### src/dma_cfg_pkg.sv
/*
 * DMA configuration constants
 * Word widths, default page and queue sizes and the register map
 */
package dma_cfg_pkg;

  // Datapath widths
  localparam int unsigned AddrWidth = 16;
  localparam int unsigned DataWidth = 32;
  localparam int unsigned LenWidth  = 16;
  localparam int unsigned IdWidth   = 8;

  // Defaults for the top level parameters
  localparam int unsigned PageWordsLog2Default = 4;
  localparam int unsigned JobFifoDepthDefault  = 2;

  // Register map with one word per offset
  localparam int unsigned RegAddrWidth = 3;
  localparam logic [RegAddrWidth-1:0] RegSrc    = 3'd0;
  localparam logic [RegAddrWidth-1:0] RegDst    = 3'd1;
  localparam logic [RegAddrWidth-1:0] RegLen    = 3'd2;
  localparam logic [RegAddrWidth-1:0] RegStatus = 3'd3;
  localparam logic [RegAddrWidth-1:0] RegDoneId = 3'd4;
  localparam logic [RegAddrWidth-1:0] RegNextId = 3'd5;

  // Status word layout
  localparam int unsigned StatusBusyBit  = 0;
  localparam int unsigned StatusErrorBit = 1;

endpackage
### src/dma_types_pkg.sv
/*
 * DMA data records
 * Address word with its paged view, job, fragment and response
 */
package dma_types_pkg;

  localparam int unsigned OffsetWidth  = dma_cfg_pkg::PageWordsLog2Default;
  localparam int unsigned PageNumWidth = dma_cfg_pkg::AddrWidth - OffsetWidth;

  // One address word, seen flat or split at the page boundary
  typedef union packed {
    logic [dma_cfg_pkg::AddrWidth-1:0] flat;
    struct packed {
      logic [PageNumWidth-1:0] page;
      logic [OffsetWidth-1:0]  offset;
    } paged;
  } dma_addr_u;

  // Job as launched by software
  typedef struct packed {
    dma_addr_u                        src;
    dma_addr_u                        dst;
    logic [dma_cfg_pkg::LenWidth-1:0] len;
    logic [dma_cfg_pkg::IdWidth-1:0]  id;
  } dma_job_t;

  // Fragment that stays inside one page on both sides
  typedef struct packed {
    dma_addr_u                        src;
    dma_addr_u                        dst;
    logic [dma_cfg_pkg::LenWidth-1:0] len;
    logic                             last;
  } dma_frag_t;

  typedef struct packed {
    logic error;
    logic last;
  } dma_rsp_t;

endpackage

### src/dma_ifs.sv
/*
 * DMA stage interfaces
 * job_if carries jobs from the register stage to the splitter,
 * frag_if carries fragments to the copy engine and its responses back
 */
`timescale 1ns/1ps

interface job_if;

  logic                    valid;
  logic                    ready;
  dma_types_pkg::dma_job_t data;

  modport source (
    output valid,
    output data,
    input  ready
  );

  modport sink (
    input  valid,
    input  data,
    output ready
  );

endinterface

interface frag_if;

  logic                     valid;
  logic                     ready;
  dma_types_pkg::dma_frag_t data;

  // Response path carries one pulse per fragment and is always accepted
  logic                     rsp_valid;
  dma_types_pkg::dma_rsp_t  rsp;

  modport source (
    output valid,
    output data,
    input  ready,
    input  rsp_valid
  );

  modport engine (
    input  valid,
    input  data,
    output ready,
    output rsp_valid,
    output rsp
  );

  modport monitor (
    input rsp_valid,
    input rsp
  );

endinterface

### src/dma_top.sv
/*
 * Copy DMA top level
 * Register frontend, page splitter, copy engine and completion stage
 */
`timescale 1ns/1ps

module dma_top #(
  parameter int unsigned JobFifoDepth  = dma_cfg_pkg::JobFifoDepthDefault,
  parameter int unsigned PageWordsLog2 = dma_cfg_pkg::PageWordsLog2Default
) (
  input  logic                                 clk_i,
  input  logic                                 arst_n_i,
  input  logic                                 reg_we_i,
  input  logic                                 reg_re_i,
  input  logic [dma_cfg_pkg::RegAddrWidth-1:0] reg_addr_i,
  input  logic [dma_cfg_pkg::DataWidth-1:0]    reg_wdata_i,
  output logic [dma_cfg_pkg::DataWidth-1:0]    reg_rdata_o,
  output logic                                 mem_req_o,
  output logic                                 mem_we_o,
  output logic [dma_cfg_pkg::AddrWidth-1:0]    mem_addr_o,
  output logic [dma_cfg_pkg::DataWidth-1:0]    mem_wdata_o,
  input  logic [dma_cfg_pkg::DataWidth-1:0]    mem_rdata_i,
  input  logic                                 mem_err_i
);

  logic [dma_cfg_pkg::IdWidth-1:0] done_id;
  logic                            error;
  logic                            error_clear;
  logic                            splitter_busy;

  job_if  i_job_if ();
  frag_if i_frag_if ();

  dma_reg_decode #(
    .JobFifoDepth ( JobFifoDepth )
  ) i_reg_decode (
    .clk_i,
    .arst_n_i,
    .reg_we_i,
    .reg_re_i,
    .reg_addr_i,
    .reg_wdata_i,
    .reg_rdata_o,
    .done_id_i     ( done_id       ),
    .error_i       ( error         ),
    .engine_busy_i ( splitter_busy ),
    .error_clear_o ( error_clear   ),
    .job           ( i_job_if      )
  );

  dma_page_splitter #(
    .PageWordsLog2 ( PageWordsLog2 )
  ) i_page_splitter (
    .clk_i,
    .arst_n_i,
    .job    ( i_job_if      ),
    .frag   ( i_frag_if     ),
    .busy_o ( splitter_busy )
  );

  dma_copy_engine i_copy_engine (
    .clk_i,
    .arst_n_i,
    .frag ( i_frag_if ),
    .mem_req_o,
    .mem_we_o,
    .mem_addr_o,
    .mem_wdata_o,
    .mem_rdata_i,
    .mem_err_i
  );

  dma_completion i_completion (
    .clk_i,
    .arst_n_i,
    .frag          ( i_frag_if   ),
    .error_clear_i ( error_clear ),
    .done_id_o     ( done_id     ),
    .error_o       ( error       )
  );

endmodule

### src/dma_completion.sv
/*
 * DMA completion stage
 * Counts finished jobs and keeps a sticky error from fragment responses
 */
`timescale 1ns/1ps

module dma_completion (
  input  logic                            clk_i,
  input  logic                            arst_n_i,
  frag_if.monitor                         frag,
  input  logic                            error_clear_i,
  output logic [dma_cfg_pkg::IdWidth-1:0] done_id_o,
  output logic                            error_o
);

  logic [dma_cfg_pkg::IdWidth-1:0] done_id_q;
  logic                            error_q;

  always_ff @(posedge clk_i or negedge arst_n_i) begin
    if (!arst_n_i) begin
      done_id_q <= '0;
      error_q   <= 1'b0;
    end else begin
      // Only the last fragment retires a job
      if (frag.rsp_valid && frag.rsp.last) begin
        done_id_q <= done_id_q + 1'b1;
      end
      // A new error wins over a clear in the same cycle
      if (frag.rsp_valid && frag.rsp.error) begin
        error_q <= 1'b1;
      end else if (error_clear_i) begin
        error_q <= 1'b0;
      end
    end
  end

  assign done_id_o = done_id_q;
  assign error_o   = error_q;

endmodule

### src/dma_copy_engine.sv
/*
 * DMA copy engine
 * Moves one fragment word by word, read then write, and returns one
 * response per fragment
 */
`timescale 1ns/1ps

module dma_copy_engine (
  input  logic                              clk_i,
  input  logic                              arst_n_i,
  frag_if.engine                            frag,
  output logic                              mem_req_o,
  output logic                              mem_we_o,
  output logic [dma_cfg_pkg::AddrWidth-1:0] mem_addr_o,
  output logic [dma_cfg_pkg::DataWidth-1:0] mem_wdata_o,
  input  logic [dma_cfg_pkg::DataWidth-1:0] mem_rdata_i,
  input  logic                              mem_err_i
);

  localparam int unsigned AddrWidth = dma_cfg_pkg::AddrWidth;
  localparam int unsigned LenWidth  = dma_cfg_pkg::LenWidth;

  logic                    busy_q;
  logic                    write_q;
  logic                    rsp_valid_q;
  logic [AddrWidth-1:0]    src_q;
  logic [AddrWidth-1:0]    dst_q;
  logic [LenWidth-1:0]     cnt_q;
  logic                    last_q;
  logic                    err_q;
  dma_types_pkg::dma_rsp_t rsp_q;
  logic                    take;
  logic                    word_done;
  logic                    frag_done;

  assign frag.ready = !busy_q;
  assign take       = frag.valid && !busy_q;
  assign word_done  = busy_q && write_q;
  assign frag_done  = word_done && (cnt_q == LenWidth'(1));

  always_ff @(posedge clk_i or negedge arst_n_i) begin
    if (!arst_n_i) begin
      busy_q      <= 1'b0;
      write_q     <= 1'b0;
      rsp_valid_q <= 1'b0;
    end else begin
      rsp_valid_q <= frag_done;
      if (take) begin
        busy_q  <= 1'b1;
        write_q <= 1'b0;
      end else if (busy_q) begin
        write_q <= !write_q;
        if (frag_done) begin
          busy_q <= 1'b0;
        end
      end
    end
  end

  always_ff @(posedge clk_i) begin
    if (take) begin
      src_q  <= frag.data.src.flat;
      dst_q  <= frag.data.dst.flat;
      cnt_q  <= frag.data.len;
      last_q <= frag.data.last;
      err_q  <= 1'b0;
    end else if (word_done) begin
      src_q <= src_q + 1'b1;
      dst_q <= dst_q + 1'b1;
      cnt_q <= cnt_q - 1'b1;
      err_q <= err_q | mem_err_i;
    end
    if (frag_done) begin
      rsp_q.error <= err_q | mem_err_i;
      rsp_q.last  <= last_q;
    end
  end

  // A failed read drops the matching write and the walk goes on
  assign mem_req_o   = busy_q && !(write_q && mem_err_i);
  assign mem_we_o    = busy_q && write_q && !mem_err_i;
  assign mem_addr_o  = write_q ? dst_q : src_q;
  assign mem_wdata_o = mem_rdata_i;

  assign frag.rsp_valid = rsp_valid_q;
  assign frag.rsp       = rsp_q;

endmodule

### src/dma_page_splitter.sv
/*
 * DMA page splitter
 * Cuts each job into fragments that stay inside one page on both sides
 */
`timescale 1ns/1ps

module dma_page_splitter #(
  parameter int unsigned PageWordsLog2 = dma_cfg_pkg::PageWordsLog2Default
) (
  input  logic   clk_i,
  input  logic   arst_n_i,
  job_if.sink    job,
  frag_if.source frag,
  output logic   busy_o
);

  localparam int unsigned AddrWidth = dma_cfg_pkg::AddrWidth;
  localparam int unsigned LenWidth  = dma_cfg_pkg::LenWidth;
  localparam logic [LenWidth-1:0] PageWords = LenWidth'(1) << PageWordsLog2;

  dma_types_pkg::dma_addr_u src_q;
  dma_types_pkg::dma_addr_u dst_q;
  logic [LenWidth-1:0]      rem_q;
  logic [LenWidth-1:0]      src_room;
  logic [LenWidth-1:0]      dst_room;
  logic [LenWidth-1:0]      frag_len;
  logic                     frag_last;
  logic                     active_q;
  logic                     inflight_q;
  logic                     job_take;
  logic                     frag_take;

  // Words left up to the end of the current page on each side
  assign src_room = PageWords - LenWidth'(src_q.paged.offset);
  assign dst_room = PageWords - LenWidth'(dst_q.paged.offset);

  always_comb begin
    frag_len = rem_q;
    if (src_room < frag_len) begin
      frag_len = src_room;
    end
    if (dst_room < frag_len) begin
      frag_len = dst_room;
    end
  end

  assign frag_last = (frag_len == rem_q);

  // A new job is taken only once the previous one is fully cut
  assign job.ready = !active_q;
  assign job_take  = job.valid && !active_q;

  assign frag.valid = active_q;
  assign frag.data  = '{src: src_q, dst: dst_q, len: frag_len, last: frag_last};
  assign frag_take  = frag.valid && frag.ready;

  always_ff @(posedge clk_i or negedge arst_n_i) begin
    if (!arst_n_i) begin
      active_q   <= 1'b0;
      inflight_q <= 1'b0;
    end else begin
      if (job_take) begin
        active_q <= 1'b1;
      end else if (frag_take && frag_last) begin
        active_q <= 1'b0;
      end
      if (frag_take) begin
        inflight_q <= 1'b1;
      end else if (frag.rsp_valid) begin
        inflight_q <= 1'b0;
      end
    end
  end

  always_ff @(posedge clk_i) begin
    if (job_take) begin
      src_q <= job.data.src;
      dst_q <= job.data.dst;
      rem_q <= job.data.len;
    end else if (frag_take) begin
      src_q.flat <= src_q.flat + AddrWidth'(frag_len);
      dst_q.flat <= dst_q.flat + AddrWidth'(frag_len);
      rem_q      <= rem_q - frag_len;
    end
  end

  assign busy_o = active_q || inflight_q;

endmodule

### src/dma_reg_decode.sv
/*
 * DMA register frontend
 * Decodes register accesses, launches jobs with a fresh ID on a length
 * write and keeps accepted jobs in a small circular queue
 */
`timescale 1ns/1ps

module dma_reg_decode #(
  parameter int unsigned JobFifoDepth = dma_cfg_pkg::JobFifoDepthDefault
) (
  input  logic                                 clk_i,
  input  logic                                 arst_n_i,
  input  logic                                 reg_we_i,
  input  logic                                 reg_re_i,
  input  logic [dma_cfg_pkg::RegAddrWidth-1:0] reg_addr_i,
  input  logic [dma_cfg_pkg::DataWidth-1:0]    reg_wdata_i,
  output logic [dma_cfg_pkg::DataWidth-1:0]    reg_rdata_o,
  input  logic [dma_cfg_pkg::IdWidth-1:0]      done_id_i,
  input  logic                                 error_i,
  input  logic                                 engine_busy_i,
  output logic                                 error_clear_o,
  job_if.source                                job
);

  localparam int unsigned AddrWidth = dma_cfg_pkg::AddrWidth;
  localparam int unsigned DataWidth = dma_cfg_pkg::DataWidth;
  localparam int unsigned LenWidth  = dma_cfg_pkg::LenWidth;
  localparam int unsigned PtrWidth  = (JobFifoDepth > 1) ? $clog2(JobFifoDepth) : 1;
  localparam int unsigned CntWidth  = $clog2(JobFifoDepth + 1);

  logic [AddrWidth-1:0]            src_q;
  logic [AddrWidth-1:0]            dst_q;
  logic [dma_cfg_pkg::IdWidth-1:0] next_id_q;
  logic [DataWidth-1:0]            rdata_q;
  logic [DataWidth-1:0]            status;
  logic [LenWidth-1:0]             wr_len;
  dma_types_pkg::dma_job_t         queue_q [JobFifoDepth];
  dma_types_pkg::dma_job_t         push_job;
  logic [PtrWidth-1:0]             wr_ptr_q;
  logic [PtrWidth-1:0]             rd_ptr_q;
  logic [CntWidth-1:0]             count_q;
  logic                            full;
  logic                            launch;
  logic                            pop;

  // Wraps at the queue depth, which need not be a power of two
  function automatic logic [PtrWidth-1:0] ptr_next(input logic [PtrWidth-1:0] ptr);
    if (ptr == PtrWidth'(JobFifoDepth - 1)) begin
      return '0;
    end
    return ptr + 1'b1;
  endfunction

  assign wr_len = reg_wdata_i[LenWidth-1:0];
  assign full   = (count_q == CntWidth'(JobFifoDepth));

  // Zero lengths and writes into a full queue are dropped
  assign launch = reg_we_i && (reg_addr_i == dma_cfg_pkg::RegLen) && (wr_len != '0) && !full;
  assign pop    = job.valid && job.ready;

  assign error_clear_o = reg_we_i && (reg_addr_i == dma_cfg_pkg::RegStatus);

  always_comb begin
    status = '0;
    status[dma_cfg_pkg::StatusBusyBit]  = (count_q != '0) || engine_busy_i;
    status[dma_cfg_pkg::StatusErrorBit] = error_i;
  end

  always_comb begin
    push_job          = '0;
    push_job.src.flat = src_q;
    push_job.dst.flat = dst_q;
    push_job.len      = wr_len;
    push_job.id       = next_id_q;
  end

  always_ff @(posedge clk_i or negedge arst_n_i) begin
    if (!arst_n_i) begin
      src_q <= '0;
      dst_q <= '0;
    end else if (reg_we_i) begin
      if (reg_addr_i == dma_cfg_pkg::RegSrc) begin
        src_q <= reg_wdata_i[AddrWidth-1:0];
      end
      if (reg_addr_i == dma_cfg_pkg::RegDst) begin
        dst_q <= reg_wdata_i[AddrWidth-1:0];
      end
    end
  end

  // Queue pointers and ID issue
  always_ff @(posedge clk_i or negedge arst_n_i) begin
    if (!arst_n_i) begin
      wr_ptr_q  <= '0;
      rd_ptr_q  <= '0;
      count_q   <= '0;
      next_id_q <= '0;
    end else begin
      if (launch) begin
        wr_ptr_q  <= ptr_next(wr_ptr_q);
        next_id_q <= next_id_q + 1'b1;
      end
      if (pop) begin
        rd_ptr_q <= ptr_next(rd_ptr_q);
      end
      if (launch && !pop) begin
        count_q <= count_q + 1'b1;
      end else if (pop && !launch) begin
        count_q <= count_q - 1'b1;
      end
    end
  end

  always_ff @(posedge clk_i) begin
    if (launch) begin
      queue_q[wr_ptr_q] <= push_job;
    end
  end

  assign job.valid = (count_q != '0);
  assign job.data  = queue_q[rd_ptr_q];

  // Read data shows up one cycle after the strobe
  always_ff @(posedge clk_i or negedge arst_n_i) begin
    if (!arst_n_i) begin
      rdata_q <= '0;
    end else if (reg_re_i) begin
      case (reg_addr_i)
        dma_cfg_pkg::RegSrc:    rdata_q <= DataWidth'(src_q);
        dma_cfg_pkg::RegDst:    rdata_q <= DataWidth'(dst_q);
        dma_cfg_pkg::RegStatus: rdata_q <= status;
        dma_cfg_pkg::RegDoneId: rdata_q <= DataWidth'(done_id_i);
        dma_cfg_pkg::RegNextId: rdata_q <= DataWidth'(next_id_q);
        default:                rdata_q <= '0;
      endcase
    end
  end

  assign reg_rdata_o = rdata_q;

endmodule

### config.mk
export PLATFORM = sky130hd
export DESIGN_NAME = dma_top
export DESIGN_NICKNAME = d
export VERILOG_FILES = /design/src/dma_cfg_pkg.sv /design/src/dma_types_pkg.sv /design/src/dma_ifs.sv /design/src/dma_top.sv /design/src/dma_completion.sv /design/src/dma_copy_engine.sv /design/src/dma_page_splitter.sv /design/src/dma_reg_decode.sv
export SDC_FILE = /design/constraint.sdc
export NUM_CORES = 1
export LEC_CHECK = 0
export ABC_CLOCK_PERIOD_IN_PS = 8800
export BUFFER_PORTS_ARGS = -buffer_cell sky130_fd_sc_hd__buf_2
export CORE_ASPECT_RATIO = 0.7
export CORE_UTILIZATION = 60
export CTS_CLUSTER_SIZE = 25
export DETAILED_ROUTE_END_ITERATION = 10
export GPL_TIMING_DRIVEN = 0
export PLACE_DENSITY = 0.93
export SLEW_MARGIN = 20
export SYNTH_ARGS = -nofsm -noshare
export SYNTH_HDL_FRONTEND = slang
export SYNTH_SLANG_ARGS = --single-unit
### constraint.sdc
create_clock -name clk_i -period 8.8 [get_ports clk_i]
set_input_delay 0 -clock clk_i [delete_from_list [all_inputs] [get_ports clk_i]]
set_output_delay 0 -clock clk_i [all_outputs]
set_load 0.02 [all_outputs]
==> flow_metrics.py, run 1 <==
metrics = {
    "detailed_routing": {
        "drt_first_pass_iters": 6,
        "postRouteAntennaNets": 0,
        "vias": 11000,
        "viasPerCell": 6.20,
        "drc": 0,
        "drtIter0Drc": 1368,
        "routedWlPerCell_microns": 22.2,
        "wl_microns": 39500,
    },
    "timing": {
        "tns_ns": 0,
        "fin_crit_ns": 7.88,
        "fmax_ghz": 0.127,
        "finalHoldViolCount": 0,
        "grt_setup_unrepaired": "no",
        "slew_headroom_pct": 32.3,
        "worst_pin_slew_ns": 0.989,
        "setup_viol": 0,
        "timing.hold.ws_ns": 0.217,
        "drv_slew": 0,
        "skew_ns": 0.0253,
        "min_period_over_period_pct": 89.6,
    },
    "cts": {
        "htree_levels": 1,
        "ctsRootBufferMaster": "clkbuf_16",
        "postCtsSetupBuffers": 0,
        "insertion_delay_ns": 0.56,
        "cts_tree": "yes",
        "path_clk_slew_ns": 0.07,
        "cts_buffer_depth": 3,
        "cts_made_buffers": 26,
        "clkSinkCount": 270,
    },
    "outcome": {
        "outcome": "complete, no violations",
    },
    "critical_path": {
        "crit_path_frequent_cell": "ha_1",
        "path_max_fanout": 7,
        "arrival_ns": 8.14,
        "required_ns": 9.06,
        "crit_buf_inv": 3,
        "startpoint": "i_page_splitter.src_q[0]$_DFFE_PP_",
        "critPathMaxStageDelay_ns": 0.83,
        "timing.rr.end": "i_page_splitter.rem_q[14]$_DFFE_PP_",
        "cp_top_family": "compound AO/OA/AOI/OAI gates",
        "endpoint_kind": "register",
        "rr_worst_depth": 25,
        "cp-start-kind": "register",
        "slowest_stage": "o21ai_0",
        "critPathKind": "register to register",
        "r2r_start": "i_page_splitter.src_q[0]$_DFFE_PP_",
        "regToRegSetupSlack_ns": 0.92,
    },
    "min_path": {
        "hold_class": "primary input to output pin",
        "hold_depth": 2,
        "worstHoldEndpoint": "mem_wdata_o[31]",
        "hp-start": "mem_rdata_i[31]",
    },
    "die": {
        "io_pins": 154,
        "initial_core_util_pct": 61.2,
        "dieHeight_microns": 132,
        "core-area_sq_um": 23600,
        "dieArea_sq_um": 24700,
        "die_w_microns": 188,
        "rows": 47,
    },
    "placed_design": {
        "hpwl_microns": 27500,
        "io_buffer_count": 88,
        "dpl_cell_area_sq_um": 15600,
        "place_congestion": 0.953,
    },
    "synthesis": {
        "avgSynthCellArea_sq_um": 11.6,
        "synth_area_sq_um": 14500,
        "ys_types": 72,
        "synth-edff-count": 195,
        "ys_seq_elements": 270,
        "yosysWarnings": 0,
        "synth-async-reset-ratio_pct": 27.4,
        "syn_inst": 1252,
        "synth_flop_cell": "edfxtp_1",
        "ys_seq_area_share_pct": 53.4,
    },
    "pwr": {
        "p_leak_nw": 6.37,
        "vdd.ir_drop.worst_v": 0.000183,
        "pwr_density_cell_nw_per_um2": 175,
    },
    "global_routing": {
        "grt_pass1_vias": 11000,
        "grt_max_degree": 49,
        "grtUsageTotal_pct": 31.9,
        "grt_pass1_wl_microns": 60800,
        "antenna_found_initial": 2,
        "grt_overflow": 0,
    },
    "layout": {
        "design_area_sq_um": 16700,
        "final_nets": 1575,
        "area_delta_synth_final_pct": 15.2,
        "nFillCells": 1583,
        "layout_common_cells": "195 x edfxtp_1, 111 x nand2_1, 88 x buf_2",
        "drive_gt1_share_pct": 18.4,
        "fin_util_pct": 70.5,
        "seq_area_sq_um": 7730,
        "multi_input_comb_area_sq_um": 6220,
        "final_common_cell": "edfxtp_1",
    },
    "flow_run": {
        "max_cap_violations": 0,
    },
}
-- report_power, final --
part           internal, W  switching, W
clock network     0.000575      0.000519
registers          0.00145     0.0000820
logic             0.000130      0.000152
-- timing repair --
action	in CTS	in global routing
hold buffers	23	0
hold endpoints to repair	157	0
resized for setup	0	0
-- per-stage QoR --
stage,worst slack (ns),total power [W],cells
after CTS,1.00,0.00289,1779
final,0.918,0.00291,1780
after global placement,1.37,0.00178,1704
after detailed placement,1.04,0.00181,1709
after floorplan,2.50,0.00170,1298
after global routing,0.625,0.00297,1779
-- worst reg2reg max path, cell delays in order, from the launching register on --
cell and delay, ns:
edfxtp_1 0.53, inv_1 0.14, ha_1 0.19, nor3b_1 0.49, ha_1 0.35, o21ai_0 0.36
a311o_1 0.38, a21oi_1 0.12, ha_1 0.34, and3_1 0.16, buf_1 0.23, a21o_1 0.26
mux2i_1 0.20, o21ai_0 0.83, ha_1 0.28, inv_1 0.06, fa_1 0.40, a21oi_1 0.24
o211ai_1 0.17, nor4b_1 0.20, a32oi_1 0.26, a31oi_1 0.18, o41ai_1 0.67, o31ai_1 0.23
xnor2_1 0.22, o21ai_0 0.11
-- synthesized netlist by cell type (17+ instances only) --
| cell | number | share of area (%) |
|---|---|---|
| mux2_2 | 56 | 4.4 |
| a21o_1 | 21 | 1.1 |
| nand2_1 | 113 | 2.9 |
| nor2_1 | 71 | 1.8 |
| edfxtp_1 | 195 | 40 |
| buf_4 | 48 | 2.5 |
| nand3_1 | 21 | 0.73 |
| dfrtp_1 | 74 | 13 |
| nor3_1 | 24 | 0.83 |
| xnor2_1 | 62 | 3.8 |
| mux2i_1 | 49 | 3.4 |
| a21oi_1 | 61 | 2.1 |
| and3_1 | 19 | 0.82 |
| clkbuf_1 | 33 | 0.86 |
| xor2_1 | 36 | 2.2 |
| inv_1 | 52 | 1.3 |
| o21ai_0 | 84 | 2.9 |
| o22ai_1 | 17 | 0.74 |
| ha_1 | 58 | 5.0 |
-- final cells by class --
cell class,count,area share [%]
clock inverter,15,0.653
antenna,1,0.0150
timing repair buffer,116,4.75
tap,318,2.39
sequential,270,46.4
multi-input combinational,887,37.3
clock buffer,32,4.22
inverter,54,1.22
buffer,87,3.05
-- cell families (layout without fill, tap and decap cells) --
family / after synthesis / in the layout / synth area share [%]
AND/OR/NAND/NOR: 320 / 320 / 10.6
flip-flops: 270 / 270 / 53.4
AO/OA/AOI/OAI: 245 / 245 / 10.5
buffers and inverters: 141 / 304 / 4.91
multiplexers: 113 / 113 / 9.00
XOR/XNOR: 98 / 98 / 5.93
adder cells (fa/ha/maj): 63 / 63 / 5.59
other: 2 / 49 / 0.0519
-- state kept, by name, indices dropped and copies added (netlist names), 2 cells and up --
signal                    count
i_copy_engine.frag.rsp        2
i_reg_decode.queue_q         96
i_page_splitter.rem_q        16
i_copy_engine.src_q          16
i_reg_decode.next_id_q        8
i_copy_engine.cnt_q          16
i_reg_decode.reg_rdata_o     16
i_reg_decode.src_q           16
i_copy_engine.dst_q          16
i_page_splitter.dst_q        16
i_reg_decode.count_q          2
i_page_splitter.src_q        16
i_completion.done_id_o        8
i_reg_decode.dst_q           16
-- per-layer routing --
metal	vias to the layer above	global-route usage, %	share of wire [%]	wire [microns]
li1	4870	-	-	-
met3	104	8.84	12	4840
met1	5377	43.8	39	15300
met2	686	49.5	46	18000
met4	0	10.4	3.3	1300
met5	-	0	0	0
-- how the worst max path moves through the flow --
stage | endpoint | slack (ns) | cells past startpoint
2_1_floorplan | i_page_splitter.rem_q[12]$_DFFE_PP_ | 2.50 | 26
3_3_place_gp | i_page_splitter.rem_q[12]$_DFFE_PP_ | 1.37 | 24
3_5_place_dp | i_page_splitter.rem_q[14]$_DFFE_PP_ | 1.04 | 24
4_1_cts | i_page_splitter.rem_q[14]$_DFFE_PP_ | 1.00 | 24
5_1_grt | i_page_splitter.rem_q[14]$_DFFE_PP_ | 0.62 | 25
6_report | i_page_splitter.rem_q[14]$_DFFE_PP_ | 0.92 | 25
No activity file was read; power rests on OpenSTA's default activity.
==> run 2: changes to the inputs <==
- ABC_CLOCK_PERIOD_IN_PS: 8800 -> 7000
- CORE_UTILIZATION: 60 -> 54
- PLACE_DENSITY: 0.93 -> 0.89
- clock period: 8.8 -> 7 ns (I/O delays scaled with it)
==> flow_metrics.py, run 2 (synthesis results as in run 1) <==
metrics = {
    "placed_design": {
        "pre_cts_ws_ns": -0.795,
        "io_buffer_count": 88,
        "place_congestion": 0.932,
        "hpwl_microns": 27100,
    },
    "critical_path": {
        "r2r_start": "i_page_splitter.src_q[0]$_DFFE_PP_",
        "startpoint": "i_page_splitter.src_q[0]$_DFFE_PP_",
        "regToRegSetupSlack_ns": 0.27,
        "cp_top_family": "compound AO/OA/AOI/OAI gates",
        "crit_path_frequent_cell": "ha_1",
        "cp-start-kind": "register",
        "endpoint_kind": "register",
        "crit_buf_inv": 2,
        "path_max_fanout": 7,
        "slowest_stage": "edfxtp_1",
        "timing.rr.end": "i_page_splitter.rem_q[14]$_DFFE_PP_",
        "critPathKind": "register to register",
        "arrival_ns": 6.99,
        "required_ns": 7.27,
        "critPathMaxStageDelay_ns": 0.49,
        "rr_worst_depth": 27,
    },
    "timing": {
        "min_period_over_period_pct": 96.1,
        "finalHoldViolCount": 0,
        "fmax_ghz": 0.149,
        "drv_slew": 0,
        "setup_viol": 0,
        "timing.hold.ws_ns": 0.217,
        "fin_crit_ns": 6.73,
        "skew_ns": 0.0221,
        "worst_pin_slew_ns": 0.877,
        "setup_ws_ns": 0.275,
        "slew_headroom_pct": 41.5,
    },
    "cts": {
        "cts_buffer_depth": 3,
        "cts_made_buffers": 25,
        "cts_tree": "yes",
        "path_clk_slew_ns": 0.06,
        "ctsRootBufferMaster": "clkbuf_16",
        "htree_levels": 1,
        "clkSinkCount": 270,
        "insertion_delay_ns": 0.56,
    },
    "layout": {
        "drive_gt1_share_pct": 19.5,
        "final_common_cell": "edfxtp_1",
        "layout_common_cells": "195 x edfxtp_1, 111 x nand2_1, 88 x buf_2",
        "largest_register": "i_reg_decode.queue_q",
        "diodes": 0,
        "final_nets": 1581,
        "nFillCells": 1955,
        "largest_register_ffs": 96,
        "area_delta_synth_final_pct": 16.0,
    },
    "die": {
        "io_pins": 154,
        "dieHeight_microns": 139,
        "die_w_microns": 198,
        "initial_core_util_pct": 55.6,
        "rows": 49,
        "core-area_sq_um": 26000,
        "dieArea_sq_um": 27500,
    },
    "global_routing": {
        "antenna_found_initial": 0,
        "grt_pass1_wl_microns": 58100,
        "grt_max_degree": 59,
        "grtUsageTotal_pct": 27.5,
        "grt_pass1_vias": 10400,
        "grt_overflow": 0,
    },
    "detailed_routing": {
        "drc": 0,
        "drtIter0Drc": 1226,
        "drt_first_pass_iters": 5,
        "postRouteAntennaNets": 0,
        "vias": 10900,
        "wl_microns": 37600,
        "routedWlPerCell_microns": 20.6,
        "viasPerCell": 5.99,
    },
    "pwr": {
        "vdd.ir_drop.worst_v": 0.000213,
        "pwr_density_cell_nw_per_um2": 214,
        "p_leak_nw": 6.40,
    },
    "outcome": {
        "outcome": "complete, no violations",
    },
    "min_path": {
        "worstHoldEndpoint": "mem_wdata_o[19]",
        "hp-start": "mem_rdata_i[19]",
        "hold_class": "primary input to output pin",
        "hold_depth": 2,
    },
    "flow_run": {
        "max_cap_violations": 0,
    },
}
run 2: changes by cell type in the layout (fill, tap and decap cells not counted), sizes merged:
cell / before / now
buf: 148 / 154
clkbuf: 65 / 69
clkinv: 12 / 9
inv: 55 / 53
diode: 1 / 0
dlygate4sd3: 22 / 23
run 2: timing repair:
item / 4_1_cts / 5_1_grt
gates cloned: 0 / 0
endpoints found under the hold margin: 157 / 0
gates resized for setup: 10 / 12
endpoints found under the setup margin: 13 / 11
hold buffers: 23 / 0
buffers inserted: 1 / 8
pin swaps: 1 / 1
run 2: worst max path at each step:
stage | endpoint | slack (ns) | depth (start not counted)
2_1_floorplan | i_page_splitter.rem_q[12]$_DFFE_PP_ | 0.70 | 26
3_3_place_gp | i_page_splitter.rem_q[12]$_DFFE_PP_ | -0.42 | 24
3_5_place_dp | i_page_splitter.rem_q[14]$_DFFE_PP_ | -0.79 | 25
4_1_cts | i_page_splitter.rem_q[14]$_DFFE_PP_ | 0.07 | 27
5_1_grt | i_page_splitter.rem_q[14]$_DFFE_PP_ | -0.08 | 28
6_report | i_page_splitter.rem_q[14]$_DFFE_PP_ | 0.27 | 27
run 2: where the power goes:
| part | leakage, nW | switching, W | internal, W |
|---|---|---|---|
| registers | 2.62 | 0.0000953 | 0.00183 |
| clock network | 0.382 | 0.000612 | 0.000717 |
| logic | 3.40 | 0.000183 | 0.000161 |
run 2: per-layer routing:
metal	track usage (%)	share of wire, %
met5	0	0
met4	8.16	2.7
met3	5.06	12
met2	41.1	45
met1	41.0	41
run 2: area by class of cell:
cell class              count  area [sq um]  share of cell area [%]
well taps                 357           447                    2.66
inverters                  54           203                    1.21
clock inverters            10          66.3                   0.395
clock buffers              36           717                    4.27
repair buffers            123           808                    4.82
multi-input cells         887          6300                    37.6
flip-flops and latches    270          7730                    46.0
plain buffers              87           508                    3.03
run 2: per-stage QoR:
step	total power (W)	cells	utilization [%]	area, sq um	setup TNS [ns]
floorplan	0.00214	1298	-	14600	0
global placement	0.00224	1743	59.7	15500	-1.14
detailed placement	0.00227	1746	60.1	15600	-3.29
CTS	0.00359	1816	64.1	16700	0
global route	0.00370	1824	64.6	16800	-0.110
finish	0.00359	1824	64.6	16800	0
==> run 3: changes to the inputs <==
- PLACE_DENSITY: 0.89 -> unset
- PLACE_DENSITY_LB_ADDON: unset -> 0.12
==> flow_metrics.py, run 3 (synthesis results as in run 1) <==
metrics = {
    "outcome": {
        "outcome": "complete, no violations",
    },
    "timing": {
        "fmax_ghz": 0.149,
        "setup_ws_ns": 0.298,
        "finalHoldViolCount": 0,
        "drv_slew": 0,
        "slew_headroom_pct": 35.6,
        "skew_ns": 0.0172,
        "min_period_over_period_pct": 95.7,
        "setup_viol": 0,
        "worst_pin_slew_ns": 0.960,
        "fin_crit_ns": 6.70,
    },
    "critical_path": {
        "path_max_fanout": 6,
        "cp-start-kind": "register",
        "critPathKind": "register to register",
        "rr_worst_depth": 25,
        "required_ns": 7.27,
        "endpoint_kind": "register",
        "regToRegSetupSlack_ns": 0.30,
        "timing.rr.end": "i_page_splitter.src_q[15]$_DFFE_PP_",
        "r2r_start": "i_page_splitter.src_q[0]$_DFFE_PP_",
        "arrival_ns": 6.97,
    },
    "detailed_routing": {
        "postRouteAntennaNets": 0,
        "viasPerCell": 5.66,
        "drc": 0,
        "wl_microns": 36700,
        "drt_first_pass_iters": 5,
        "vias": 10300,
        "drtIter0Drc": 805,
        "routedWlPerCell_microns": 20.1,
    },
    "global_routing": {
        "grt_pass1_wl_microns": 56600,
        "grt_overflow": 0,
        "grt_pass1_vias": 10100,
        "grt_max_degree": 49,
        "grtUsageTotal_pct": 27.2,
        "antenna_found_initial": 0,
    },
    "cts": {
        "path_clk_slew_ns": 0.07,
        "insertion_delay_ns": 0.54,
        "clkSinkCount": 270,
        "cts_made_buffers": 27,
        "ctsRootBufferMaster": "clkbuf_16",
        "cts_tree": "yes",
        "cts_buffer_depth": 3,
        "htree_levels": 1,
    },
    "layout": {
        "layout_common_cells": "195 x edfxtp_1, 111 x nand2_1, 88 x buf_2",
        "largest_register": "i_reg_decode.queue_q",
        "diodes": 0,
        "design_area_sq_um": 16900,
        "final_nets": 1581,
        "largest_register_ffs": 96,
        "area_delta_synth_final_pct": 16.9,
        "drive_gt1_share_pct": 19.8,
        "fin_util_pct": 65.0,
        "final_common_cell": "edfxtp_1",
    },
    "die": {
        "dieArea_sq_um": 27500,
        "die_w_microns": 198,
        "dieHeight_microns": 139,
        "rows": 49,
        "initial_core_util_pct": 55.6,
        "io_pins": 154,
        "core-area_sq_um": 26000,
    },
    "min_path": {
        "hold_depth": 2,
        "worstHoldEndpoint": "mem_wdata_o[12]",
        "hold_class": "primary input to output pin",
        "hp-start": "mem_rdata_i[12]",
    },
    "pwr": {
        "p_total_w": 0.00375,
        "power.share.switching_pct": 24.1,
        "vdd.ir_drop.worst_v": 0.000247,
        "p_comb_share_pct": 9.3,
        "p_int_w": 0.00285,
        "clkPwrFrac_pct": 39.8,
        "power_frac_seq_pct": 51.0,
        "power_switching_w": 0.000903,
        "p_leak_nw": 6.44,
        "pwr_density_cell_nw_per_um2": 222,
    },
    "placed_design": {
        "place_congestion": 0.917,
        "pre_cts_ws_ns": -0.703,
        "io_buffer_count": 88,
        "hpwl_microns": 26900,
        "dpl_cell_area_sq_um": 15600,
    },
    "flow_run": {
        "max_cap_violations": 0,
    },
}
==> run 3: critical path, cell delays in order (launching register included) <==
cell and delay (ns):
edfxtp_1 0.46, inv_1 0.10, ha_1 0.23, xnor2_1 0.16, ha_1 0.29, o211ai_1 0.10, or2_2 0.35, a311o_2 0.45
a21oi_1 0.19, ha_1 0.27, and3_1 0.16, or2_1 0.27, a21o_2 0.27, mux2i_4 0.30, buf_4 0.18, o21ai_2 0.14
ha_1 0.37, a21oi_1 0.14, and2_1 0.18, a221oi_1 0.23, o21ai_0 0.20, a21oi_1 0.39, a21oi_1 0.18, a2111oi_0 0.56
o21a_1 0.18, o31ai_1 0.06
==> run 3: power groups by stage <==
stage          Sequential, W  Combinational, W  Clock [W]
5_1_grt              0.00192          0.000380    0.00156
6_report             0.00191          0.000348    0.00149
3_3_place_gp         0.00194          0.000315          0
4_1_cts              0.00191          0.000343    0.00151
3_5_place_dp         0.00194          0.000327          0
2_1_floorplan        0.00192          0.000222          0
==> run 3: layout make-up <==
class	count	area (sq um)
Timing Repair Buffer	121	786
Fill cell	2063	9090
Clock buffer	30	687
Clock inverter	20	219
Inverter	54	203
Tap cell	357	447
Buffer	87	508
Multi-Input combinational cell	887	6330
Sequential cell	270	7730
==> run 3: stage by stage <==
step	cells	hold WS (ns)	setup TNS [ns]
2_1_floorplan	1298	-0.296	0
3_3_place_gp	1743	0.218	-3.52
3_5_place_dp	1745	-0.0158	-2.39
4_1_cts	1819	0.181	0
5_1_grt	1826	0.220	-0.167
6_report	1826	0.217	0
==> run 3: repair_timing <==
| item | 4_1_cts | 5_1_grt |
|---|---|---|
| setup endpoints to repair | 9 | 13 |
| buffers inserted | 0 | 7 |
| pin swaps | 0 | 8 |
| hold endpoints to repair | 156 | 0 |
| resized for setup | 8 | 13 |
| hold buffers | 24 | 0 |
==> run 3: worst max-delay path by stage <==
stage | end | from | slack [ns]
after floorplan | i_page_splitter.rem_q[12]$_DFFE_PP_ | i_page_splitter.src_q[1]$_DFFE_PP_ | 0.70
after global placement | i_page_splitter.rem_q[14]$_DFFE_PP_ | i_page_splitter.src_q[0]$_DFFE_PP_ | -0.72
after detailed placement | i_page_splitter.rem_q[12]$_DFFE_PP_ | i_page_splitter.src_q[0]$_DFFE_PP_ | -0.70
after CTS | i_page_splitter.rem_q[12]$_DFFE_PP_ | i_page_splitter.src_q[0]$_DFFE_PP_ | 0.03
after global routing | i_page_splitter.rem_q[12]$_DFFE_PP_ | i_page_splitter.src_q[0]$_DFFE_PP_ | -0.07
final | i_page_splitter.src_q[15]$_DFFE_PP_ | i_page_splitter.src_q[0]$_DFFE_PP_ | 0.30
==> run 3: per-layer routing <==
metal  routed length (microns)  GRT usage (%)  share of wire (%)
met1                     17000           40.7                 46
met2                     16000           40.7                 44
met3                      2860           5.30                7.8
met4                       778           6.41                2.1
met5                         0              0                  0
